[config.mk]
export PLATFORM = sky130hd
export DESIGN_NAME = frame_sampler
export DESIGN_NICKNAME = d
export VERILOG_FILES = /design/src/rec_pkg.sv /design/src/frame_sampler.sv
export SDC_FILE = /design/constraint.sdc
export NUM_CORES = 1
export LEC_CHECK = 0
export ABC_AREA = 1
export BUFFER_PORTS_ARGS = -buffer_cell sky130_fd_sc_hd__clkbuf_2
export CORE_AREA = 10 10 47 49
export DETAILED_ROUTE_END_ITERATION = 10
export DIE_AREA = 0 0 57 59
export PLACE_DENSITY_LB_ADDON = 0.3
export SLEW_MARGIN = 15
export SYNTH_ARGS = -nofsm -noshare
export SYNTH_HDL_FRONTEND = slang
export SYNTH_SLANG_ARGS = --single-unit
[constraint.sdc]
create_clock -name clk -period 2.3 [get_ports clk]
set_input_delay 0.115 -clock clk [delete_from_list [all_inputs] [get_ports clk]]
set_output_delay 0.115 -clock clk [all_outputs]
set_load 0.01 [all_outputs]
[src/rec_pkg.sv]
// shared widths and types for the input recorder
// the testbench pulls the same names for its golden checks
package rec_pkg;

    // basic widths
    localparam int REC_W = 8;
    localparam int JOY_W = 6;
    localparam int BTN_W = 4;
    localparam int CNT_W = 8;

    // one byte, used for samples, record bytes and memory words
    typedef logic [REC_W-1:0] rec_byte_t;

    // joystick directions and buttons, one player
    typedef logic [JOY_W-1:0] joy_t;

    // start or coin, one bit per player
    // only player one is recorded
    typedef logic [BTN_W-1:0] btn_t;

    // frames without a change, saturating
    typedef logic [CNT_W-1:0] frame_cnt_t;

    // count value that forces a record even with no change
    localparam frame_cnt_t FRAME_CNT_MAX = '1;

    // marker written during the clear phase
    // even addresses get MARK_EVEN, odd ones MARK_ODD
    localparam rec_byte_t MARK_EVEN = 8'hff;
    localparam rec_byte_t MARK_ODD  = 8'h00;

    // recorder FSM
    typedef enum logic [1:0] {
        CLEARING,
        IDLE,
        WR_COUNT,
        WR_DIFF
    } rec_state_t;

endpackage

[src/frame_sampler.sv]
`timescale 1ns/100ps

// takes one input snapshot per video frame
// snapshot is taken on the falling edge of vertical sync
module frame_sampler #(
    parameter int ACTIVE_LOW = 1
) (
    input  logic              clk,
    input  logic              rst,
    input  logic              vs,
    input  rec_pkg::btn_t     game_start,
    input  rec_pkg::btn_t     game_coin,
    input  rec_pkg::joy_t     joystick,
    output logic              sample_valid,
    output rec_pkg::rec_byte_t sample
);

    // 1 flips start/coin so that a pressed button reads high
    localparam logic POL = (ACTIVE_LOW != 0);

    // vs from the previous cycle
    logic vs_l;
    // high for one cycle when vs goes from high to low
    logic vs_fall;
    // sample byte built from the current inputs
    rec_pkg::rec_byte_t sample_nx;

    assign vs_fall = vs_l & ~vs;

    // joystick in the top six bits
    // player one start in bit 1, coin in bit 0
    // players two to four are not recorded
    assign sample_nx = {joystick, game_start[0] ^ POL, game_coin[0] ^ POL};

    // edge detector and strobe
    always_ff @(posedge clk or posedge rst) begin
        if (rst) begin
            vs_l         <= 1'b0;
            sample_valid <= 1'b0;
        end else begin
            vs_l         <= vs;
            // strobe follows the edge that first sees vs low
            sample_valid <= vs_fall;
        end
    end

    // sample byte
    // held until the next frame
    always_ff @(posedge clk) begin
        if (vs_fall) begin
            sample <= sample_nx;
        end
    end

    // recorder needs two cycles per record
    // so no strobe in the two cycles after one
    a_strobe_spacing : assert property (
        @(posedge clk) disable iff (rst)
        sample_valid |=> !sample_valid ##1 !sample_valid
    ) else $error("sample strobes less than three cycles apart");

endmodule

==> results.ini <==
[clock_network]
clkSinkCount = 10
cts_tree = yes
post_cts_buffers = 0
htree_levels = 1
path_clk_slew_ns = 0.07
cts_inserted_buffers = 3
cts.path.max_buffers = 2
cts_root_buf = clkbuf_4
clkLatencyLatePin_ns = 0.26

[die]
coreArea_um2 = 1400
boundaryPins = 26
row_count = 14
start_util = 0.222
die_w_um = 57
die-area_um2 = 3360
die_h_um = 59

[timing]
fin_crit_sh = 0.529
finalSetupViolCount = 0
rsz0062_at_grt = false
fin_worst_skew_ns = 0.00507
tns_ns = 0
fin_crit_ns = 1.22
worst_slack_ns = 1.08
max_freq_ghz = 0.821
slew_viol_final = 0
relSlewSlack = 0.716
hold_viol = 0
worstMarginPinSlew_ns = 0.425

[finish]
diodes = 0
stdcell_count = 56
seqCellArea_um2 = 290
drive_gt1_frac = 0.575
finalNetCount = 58
multi_input_area_um2 = 6.26
stdcell_area_um2 = 473
layout_common_cells = clkbuf_2, edfxtp_1, inv_1
fin_util = 0.338
area_growth_pct = 51.8
final_common_cell = clkbuf_2
fillers = 141

[logic_synthesis]
syn_area_um2 = 312
synth-compound-area-share = 0
avgSynthCellArea_um2 = 20.8
synthAdderAreaFrac = 0
ys_warn_count = 0
synth-simple-area-share = 0.0201
ys_ff_latch = 10
seq_area_frac_synth = 0.932
ys_types = 4
synth_fp_nets = 32
synth_top_family_by_area = buffers and inverters
synthCells = 15
muxShareOfSynthArea = 0
synth_xor_area_frac = 0

[placed_design]
place_ws_ns = 1.22
routabilityCongestion = 0.660
placed_cell_area_um2 = 427
placedCellCount = 50
port_buffers = 19

[setup_path]
crit_path_end_kind = register
crit_buf_inv = 2
crit_fanout = 9
crit_chain = dlygate4sd3_1, clkbuf_2, nor2_2
cpLargestDelayFamily = buffers and inverters
crit_path_max_incr_delay_ns = 0.53
path_class = in2reg
worst_ep_required_time_ns = 2.21
cp_slowest_cell = dlygate4sd3_1
cp-start-kind = input pin
arrival_ns = 1.13

[hold_path]
hold_class = in2reg

[grt]
grt.total_usage = 0.0469
grt_max_degree = 10
grt_pass1_vias = 259
grt_pass1_wl_mm = 1.11
grt.overflow.total = 0
antenna_found_initial = 0

[run_status]
status = completed

[detailed_routing]
routed_wl_um = 724
drc = 0
dr.pass1.iters = 3
viasPerCell = 3.61
drt_iter0_drc = 1
wl_per_cell_um = 12.9
ant_nets = 0
vias = 202

[pwr]
vdd_ir_drop_max_v = 0.000260
leakage_nw = 0.225
p_per_area_nw_per_um2 = 752

[flow_run]
max_cap_viol_count = 0

[cell type report]
cell class	count	share of cell area
sequential	10	0.614
multi-input combinational	1	0.0132
inverter	4	0.0317
tap	16	0.0423
timing repair buffer	21	0.243
clock buffer	4	0.0556
[report_power, final]
part | leakage [nW] | switching [W] | total, W | internal, W
combinational | 0.111 | 0.0000130 | 0.0000261 | 0.0000131
clock | 0.0150 | 0.0000562 | 0.000123 | 0.0000668
sequential | 0.0996 | 0.00000173 | 0.000206 | 0.000205
total | 0.225 | 0.0000710 | 0.000355 | 0.000284
[cells in the mapped netlist]
master / count / area (um^2)
edfxtp_1: 8 / 240
inv_1: 4 / 15.0
dfrtp_1: 2 / 50.1
nor2_2: 1 / 6.26
[cells by family after synthesis]
family | count (synthesis)
simple gates | 1
buf+inv | 4
flops | 10
[worst paths after layout]
check | slack (ns) | endpoint | startpoint | depth (start not counted)
max | 1.08 | sample[6]$_DFFE_PP_ | vs | 3
min | 0.03 | sample[5]$_DFFE_PP_ | joystick[3] | 1
max reg2reg | 1.25 | sample[6]$_DFFE_PP_ | vs_l$_DFF_PP0_ | 2
min reg2reg | 0.57 | sample_valid$_DFF_PP0_ | vs_l$_DFF_PP0_ | 2
max in group asynchronous | 1.96 | vs_l$_DFF_PP0_ | rst | 3
min in group asynchronous | 0.23 | sample_valid$_DFF_PP0_ | rst | 3
[stage by stage]
step	power [W]	hold slack (ns)
4_1_cts	0.000366	0.0213
3_5_place_dp	0.000235	-0.0476
3_3_place_gp	0.000233	-0.0577
6_report	0.000355	0.0344
5_1_grt	0.000380	0.0160
2_1_floorplan	0.000218	-0.144
[per-layer routing]
metal  track usage  share of wire
met1        0.0383           0.39
met2        0.0760           0.48
met3        0.0322           0.13
met4        0.0403              0
met5             0              0
[repair_timing]
action                    in CTS  in global routing
gates resized for setup        0                  0
hold endpoints to repair       3                  0
hold buffers                   2                  0
[sequential cells by signal, indices dropped and copies added (netlist names)]
| name | count |
|---|---|
| sample | 8 |
| sample_valid | 1 |
| vs_l | 1 |
No activity file was read; power rests on OpenSTA's default activity.
