==> src/rec_pkg.sv <==
// shared widths and types for the input recorder
// the testbench pulls the same names for its golden checks
package rec_pkg;

    // basic widths
    localparam int REC_W = 8;
    localparam int JOY_W = 6;
    localparam int BTN_W = 4;
    localparam int CNT_W = 8;

    // one byte, used for samples, record bytes and memory words
    typedef logic [REC_W-1:0] rec_byte_t;

    // joystick directions and buttons, one player
    typedef logic [JOY_W-1:0] joy_t;

    // start or coin, one bit per player
    // only player one is recorded
    typedef logic [BTN_W-1:0] btn_t;

    // frames without a change, saturating
    typedef logic [CNT_W-1:0] frame_cnt_t;

    // count value that forces a record even with no change
    localparam frame_cnt_t FRAME_CNT_MAX = '1;

    // marker written during the clear phase
    // even addresses get MARK_EVEN, odd ones MARK_ODD
    localparam rec_byte_t MARK_EVEN = 8'hff;
    localparam rec_byte_t MARK_ODD  = 8'h00;

    // recorder FSM
    typedef enum logic [1:0] {
        CLEARING,
        IDLE,
        WR_COUNT,
        WR_DIFF
    } rec_state_t;

endpackage

==> src/input_recorder.sv <==
`timescale 1ns/100ps

// compressed input recorder
// fills the memory with a marker first, then writes
// a two byte record every time the inputs change:
//   byte 0  frames passed without a change
//   byte 1  old sample xor new sample
module input_recorder #(
    parameter int RECAW = 13
) (
    input  logic               clk,
    input  logic               rst,
    input  logic               run,
    input  logic               sample_valid,
    input  rec_pkg::rec_byte_t sample,
    output logic               wr_en,
    output logic [RECAW-1:0]   wr_addr,
    output rec_pkg::rec_byte_t wr_data,
    output logic               cleared
);

    rec_pkg::rec_state_t state;

    // last sample that went into a record
    rec_pkg::rec_byte_t last;
    // changed bits of the pending record
    rec_pkg::rec_byte_t diff;
    // unchanged frames since the last record
    rec_pkg::frame_cnt_t cnt;

    // strobe that is taken into account
    logic take;
    // a record has to be written for this frame
    logic need_rec;

    // only while idle and enabled
    assign take = sample_valid && run && (state == rec_pkg::IDLE);

    // sample changed or counter saturated
    assign need_rec = (sample != last) || (cnt == rec_pkg::FRAME_CNT_MAX);

    // memory writes happen in every state but idle
    assign wr_en = (state != rec_pkg::IDLE);

    // write data mux
    always_comb begin
        case (state)
            rec_pkg::CLEARING: begin
                // marker ff on even and 00 on odd addresses
                wr_data = wr_addr[0] ? rec_pkg::MARK_ODD : rec_pkg::MARK_EVEN;
            end
            rec_pkg::WR_COUNT: begin
                wr_data = cnt;
            end
            rec_pkg::WR_DIFF: begin
                wr_data = diff;
            end
            default: begin
                // not written in idle
                wr_data = cnt;
            end
        endcase
    end

    // FSM, address and frame counter
    always_ff @(posedge clk or posedge rst) begin
        if (rst) begin
            state   <= rec_pkg::CLEARING;
            wr_addr <= '0;
            cleared <= 1'b0;
            cnt     <= '0;
            last    <= '0;
        end else begin
            case (state)
                rec_pkg::CLEARING: begin
                    // one address per cycle
                    // wraps back to zero after the last one
                    wr_addr <= wr_addr + 1'b1;
                    if (&wr_addr) begin
                        cleared <= 1'b1;
                        state   <= rec_pkg::IDLE;
                    end
                end
                rec_pkg::IDLE: begin
                    if (take) begin
                        if (need_rec) begin
                            last  <= sample;
                            state <= rec_pkg::WR_COUNT;
                        end else begin
                            cnt <= cnt + 1'b1;
                        end
                    end
                end
                rec_pkg::WR_COUNT: begin
                    wr_addr <= wr_addr + 1'b1;
                    state   <= rec_pkg::WR_DIFF;
                end
                rec_pkg::WR_DIFF: begin
                    // record done so counting starts again
                    wr_addr <= wr_addr + 1'b1;
                    cnt     <= '0;
                    state   <= rec_pkg::IDLE;
                end
                default: begin
                    state <= rec_pkg::IDLE;
                end
            endcase
        end
    end

    // xor of new and old sample
    // set bits mark the changed inputs
    always_ff @(posedge clk) begin
        if (take && need_rec) begin
            diff <= sample ^ last;
        end
    end

    // sampler has no back-pressure
    // a strobe must never land in the middle of a record
    a_no_strobe_in_record : assert property (
        @(posedge clk) disable iff (rst)
        sample_valid |-> (state != rec_pkg::WR_COUNT && state != rec_pkg::WR_DIFF)
    ) else $error("sample strobe while a record is being written");

endmodule

==> config.mk <==
export PLATFORM = sky130hd
export DESIGN_NAME = input_recorder
export DESIGN_NICKNAME = d
export VERILOG_FILES = /design/src/rec_pkg.sv /design/src/input_recorder.sv
export SDC_FILE = /design/constraint.sdc
export NUM_CORES = 1
export LEC_CHECK = 0
export BUFFER_PORTS_ARGS = -buffer_cell sky130_fd_sc_hd__buf_2
export CELL_PAD_IN_SITES_DETAIL_PLACEMENT = 0
export CELL_PAD_IN_SITES_GLOBAL_PLACEMENT = 1
export CORE_ASPECT_RATIO = 1.75
export CORE_MARGIN = 2
export CORE_UTILIZATION = 40
export DETAILED_ROUTE_END_ITERATION = 10
export PLACE_DENSITY_LB_ADDON = 0.1
export SLEW_MARGIN = 20
export SYNTH_ARGS = -nofsm -noshare
export SYNTH_HDL_FRONTEND = slang
export SYNTH_SLANG_ARGS = --single-unit
export TNS_END_PERCENT = 5
==> constraint.sdc <==
create_clock -name clk -period 3.3 [get_ports clk]
set_clock_uncertainty 0.2 [all_clocks]
set_input_delay 0.66 -clock clk [delete_from_list [all_inputs] [get_ports clk]]
set_output_delay 0.66 -clock clk [all_outputs]
set_load 0.05 [all_outputs]
==> results.json <==
{
  "status": "complete, no violations",
  "rows": 34,
  "p_per_area_nw_per_um2": 893,
  "post_cts_buffers": 0,
  "route.detailed.drc": 0,
  "postCtsHoldBufs": 0,
  "gp_congestion": 0.858,
  "synth_nets": 204,
  "power.share.sequential": 0.356,
  "slew_headroom": 0.574,
  "crit_path_cell_trace": "inv_1, ha_1, inv_1, nor2_1, a21oi_1, o21ai_0, buf_2",
  "tns_ns": 0,
  "period_share": 0.865,
  "clk_pin_slew_worst_paths_ns": 0.08,
  "final_common_cell": "buf_2",
  "ctsRootBufferMaster": "clkbuf_8",
  "slowest_delay_ns": 0.40,
  "antenna_cells": 0,
  "path_class": "reg -> out",
  "vias": 1503,
  "via_per_inst": 5.41,
  "synthArstFlopShare": 0.800,
  "die_area_um2": 5700,
  "cp_max_fo": 8,
  "cts.sinks": 40,
  "synth_edf_count": 8,
  "dieHeight_um": 98.3,
  "cp_common_cell": "inv_1",
  "fin_area_um2": 2340,
  "post_dp_cell_area_um2": 2260,
  "hold_path.class": "in -> async",
  "p_leak_nw": 1.06,
  "syn_area_per_cell_um2": 10.9,
  "nFillCells": 481,
  "cap_violations": 0,
  "cts_buffers": 5,
  "final_antenna_net_count": 0,
  "areaGrowthSynthToFinish_pct": 15.2,
  "worst_setup_path_end_kind": "primary output",
  "start_util": 0.412,
  "detail_route.wl_per_cell_um": 15.5,
  "dieWidth_um": 57.9,
  "post-place-ws_ns": 0.506,
  "cp.required_ns": 2.44,
  "hold_viol": 0,
  "tritoncts": "yes",
  "min_period_ns": 2.85,
  "p_sw_frac": 0.476,
  "overflow": 0,
  "place_hpwl_um": 3330,
  "internal_power_w": 0.00110,
  "h-tree-depth": 2,
  "final_cell_mix": "buf_2, dfrtp_1, nand2_1, nand3_1, xor2_1",
  "setup_ws_ns": 0.447,
  "crit_start": "state[1]$_DFFE_PP0P_",
  "grt_first_pass_wirelength_um": 7360,
  "setup_viol": 0,
  "synth_cell_types": 37,
  "synth_area_um2": 2030,
  "ys_warn_count": 0,
  "detail_route.first_pass.iterations": 4,
  "r2r-start": "cnt[0]$_DFFE_PP0P_",
  "drt-total-wl_um": 4310,
  "clk_latency_ns": 0.29,
  "synth_seq_cells": 40,
  "fin_nets": 241,
  "ys.flop_type": "dfrtp_1",
  "grt_max_degree": 33,
  "grt_pass1_vias": 1593,
  "layout-drive-gt1-share": 0.259,
  "syn_inst": 186,
  "ios": 35,
  "clock_path_buffers": 2,
  "drt_iter0_drc": 47,
  "switchingPower_w": 0.000997,
  "pwr-share-comb": 0.494,
  "drv_slew": 0,
  "rsz0062_at_grt": "false",
  "peakVddDrop_mv": 0.479,
  "antenna_found_initial": 0,
  "worstPathArrival_ns": 1.99,
  "port_buffers": 34,
  "start_kind": "register",
  "clockPowerShare": 0.150,
  "fmax_ghz": 0.350,
  "core_um2": 4930,
  "cp_slowest_cell": "dfrtp_1",
  "synth_seq_area_share": 0.512,
  "tightest_slew_ns": 0.639,
  "post_cts_resized": 0,
  "track_usage": 0.166
}
[kinds of logic (layout without fill, tap and decap cells)]
family / count (synthesis) / in the layout / synth area share
flops: 40 / 40 / 0.512
simple gates: 65 / 65 / 0.180
compound gates: 28 / 28 / 0.0880
xor+xnor: 20 / 20 / 0.0861
fa+ha+maj: 6 / 6 / 0.0369
buf+inv: 15 / 53 / 0.0320
mux: 12 / 12 / 0.0652
[cells in the mapped netlist (2+ instances only)]
cell,instances,area share
nand2b_1,3,0.0092
edfxtp_1,8,0.12
o311ai_1,2,0.0086
mux2i_1,2,0.0098
nand3_1,17,0.042
o21ai_0,8,0.020
clkbuf_1,4,0.0074
nor4_1,3,0.0092
o211ai_1,3,0.011
nand4_1,4,0.012
xnor2_1,9,0.039
a21oi_1,8,0.020
mux2_2,10,0.055
nor3_1,3,0.0074
and3_1,2,0.0061
nor2_1,5,0.0092
inv_1,8,0.015
dfrtp_1,32,0.39
or4_1,3,0.011
xor2_1,11,0.047
ha_1,6,0.037
nor4_4,2,0.021
nand2_1,19,0.035
[cell type report]
| cell class | count | area, um^2 | share of cell area |
|---|---|---|---|
| clock buffers | 6 | 72.6 | 0.0310 |
| clock inverters | 2 | 11.3 | 0.00481 |
| inverters | 8 | 30.0 | 0.0128 |
| multi-input cells | 131 | 928 | 0.396 |
| flip-flops and latches | 40 | 1040 | 0.444 |
| well taps | 54 | 67.6 | 0.0288 |
| repair buffers | 37 | 193 | 0.0822 |
[power groups by stage]
stage / Sequential, W / Clock [W] / Combinational (W)
floorplan: 0.000879 / 0 / 0.000676
global placement: 0.000747 / 0 / 0.00102
detailed placement: 0.000759 / 0 / 0.00105
CTS: 0.000749 / 0.000325 / 0.00105
global route: 0.000764 / 0.000343 / 0.00112
finish: 0.000745 / 0.000315 / 0.00103
[critical path, delay by kind of cell, from the launching register on]
family / cells / cell delay (ns)
AO/OA/AOI/OAI: 2 / 0.28
AND/OR/NAND/NOR: 1 / 0.38
buffers and inverters: 3 / 0.46
flip-flops: 1 / 0.40
adder cells (fa/ha/maj): 1 / 0.18
[path summary, 6_finish.rpt]
path / slack (ns) / cells past startpoint / endpoint
worst max-delay path: 0.45 / 7 / wr_data[1]
worst min-delay path: 0.24 / 3 / last[0]$_DFFE_PP0P_
worst max register to register: 0.83 / 6 / cnt[4]$_DFFE_PP0P_
worst min register to register: 0.26 / 1 / cleared$_DFFE_PP0P_
max in group asynchronous: 2.36 / 3 / cnt[4]$_DFFE_PP0P_
min in group clk: 0.26 / 1 / cleared$_DFFE_PP0P_
[sequential cells by signal, summed over array words and instances (netlist names)]
register / flops
wr_addr: 13
cleared: 1
last: 8
state: 2
diff: 8
cnt: 8
[layer usage]
| metal | up-vias | global-route usage | wire (um) |
|---|---|---|---|
| met2 | 33 | 0.296 | 2440 |
| met4 | 0 | 0.0626 | 64 |
| met1 | 723 | 0.187 | 1660 |
| li1 | 741 | - | - |
| met5 | - | 0 | 0 |
| met3 | 6 | 0.0344 | 155 |
[per-stage QoR]
step,hold WS [ns],util,power (W),std cells
5_1_grt,0.280,0.475,0.00223,278
3_5_place_dp,0.243,0.458,0.00181,270
4_1_cts,0.256,0.475,0.00213,278
2_1_floorplan,0.301,-,0.00155,186
6_report,0.238,0.475,0.00209,278
3_3_place_gp,0.239,0.458,0.00176,270
(Power assumes the default switching activity.)
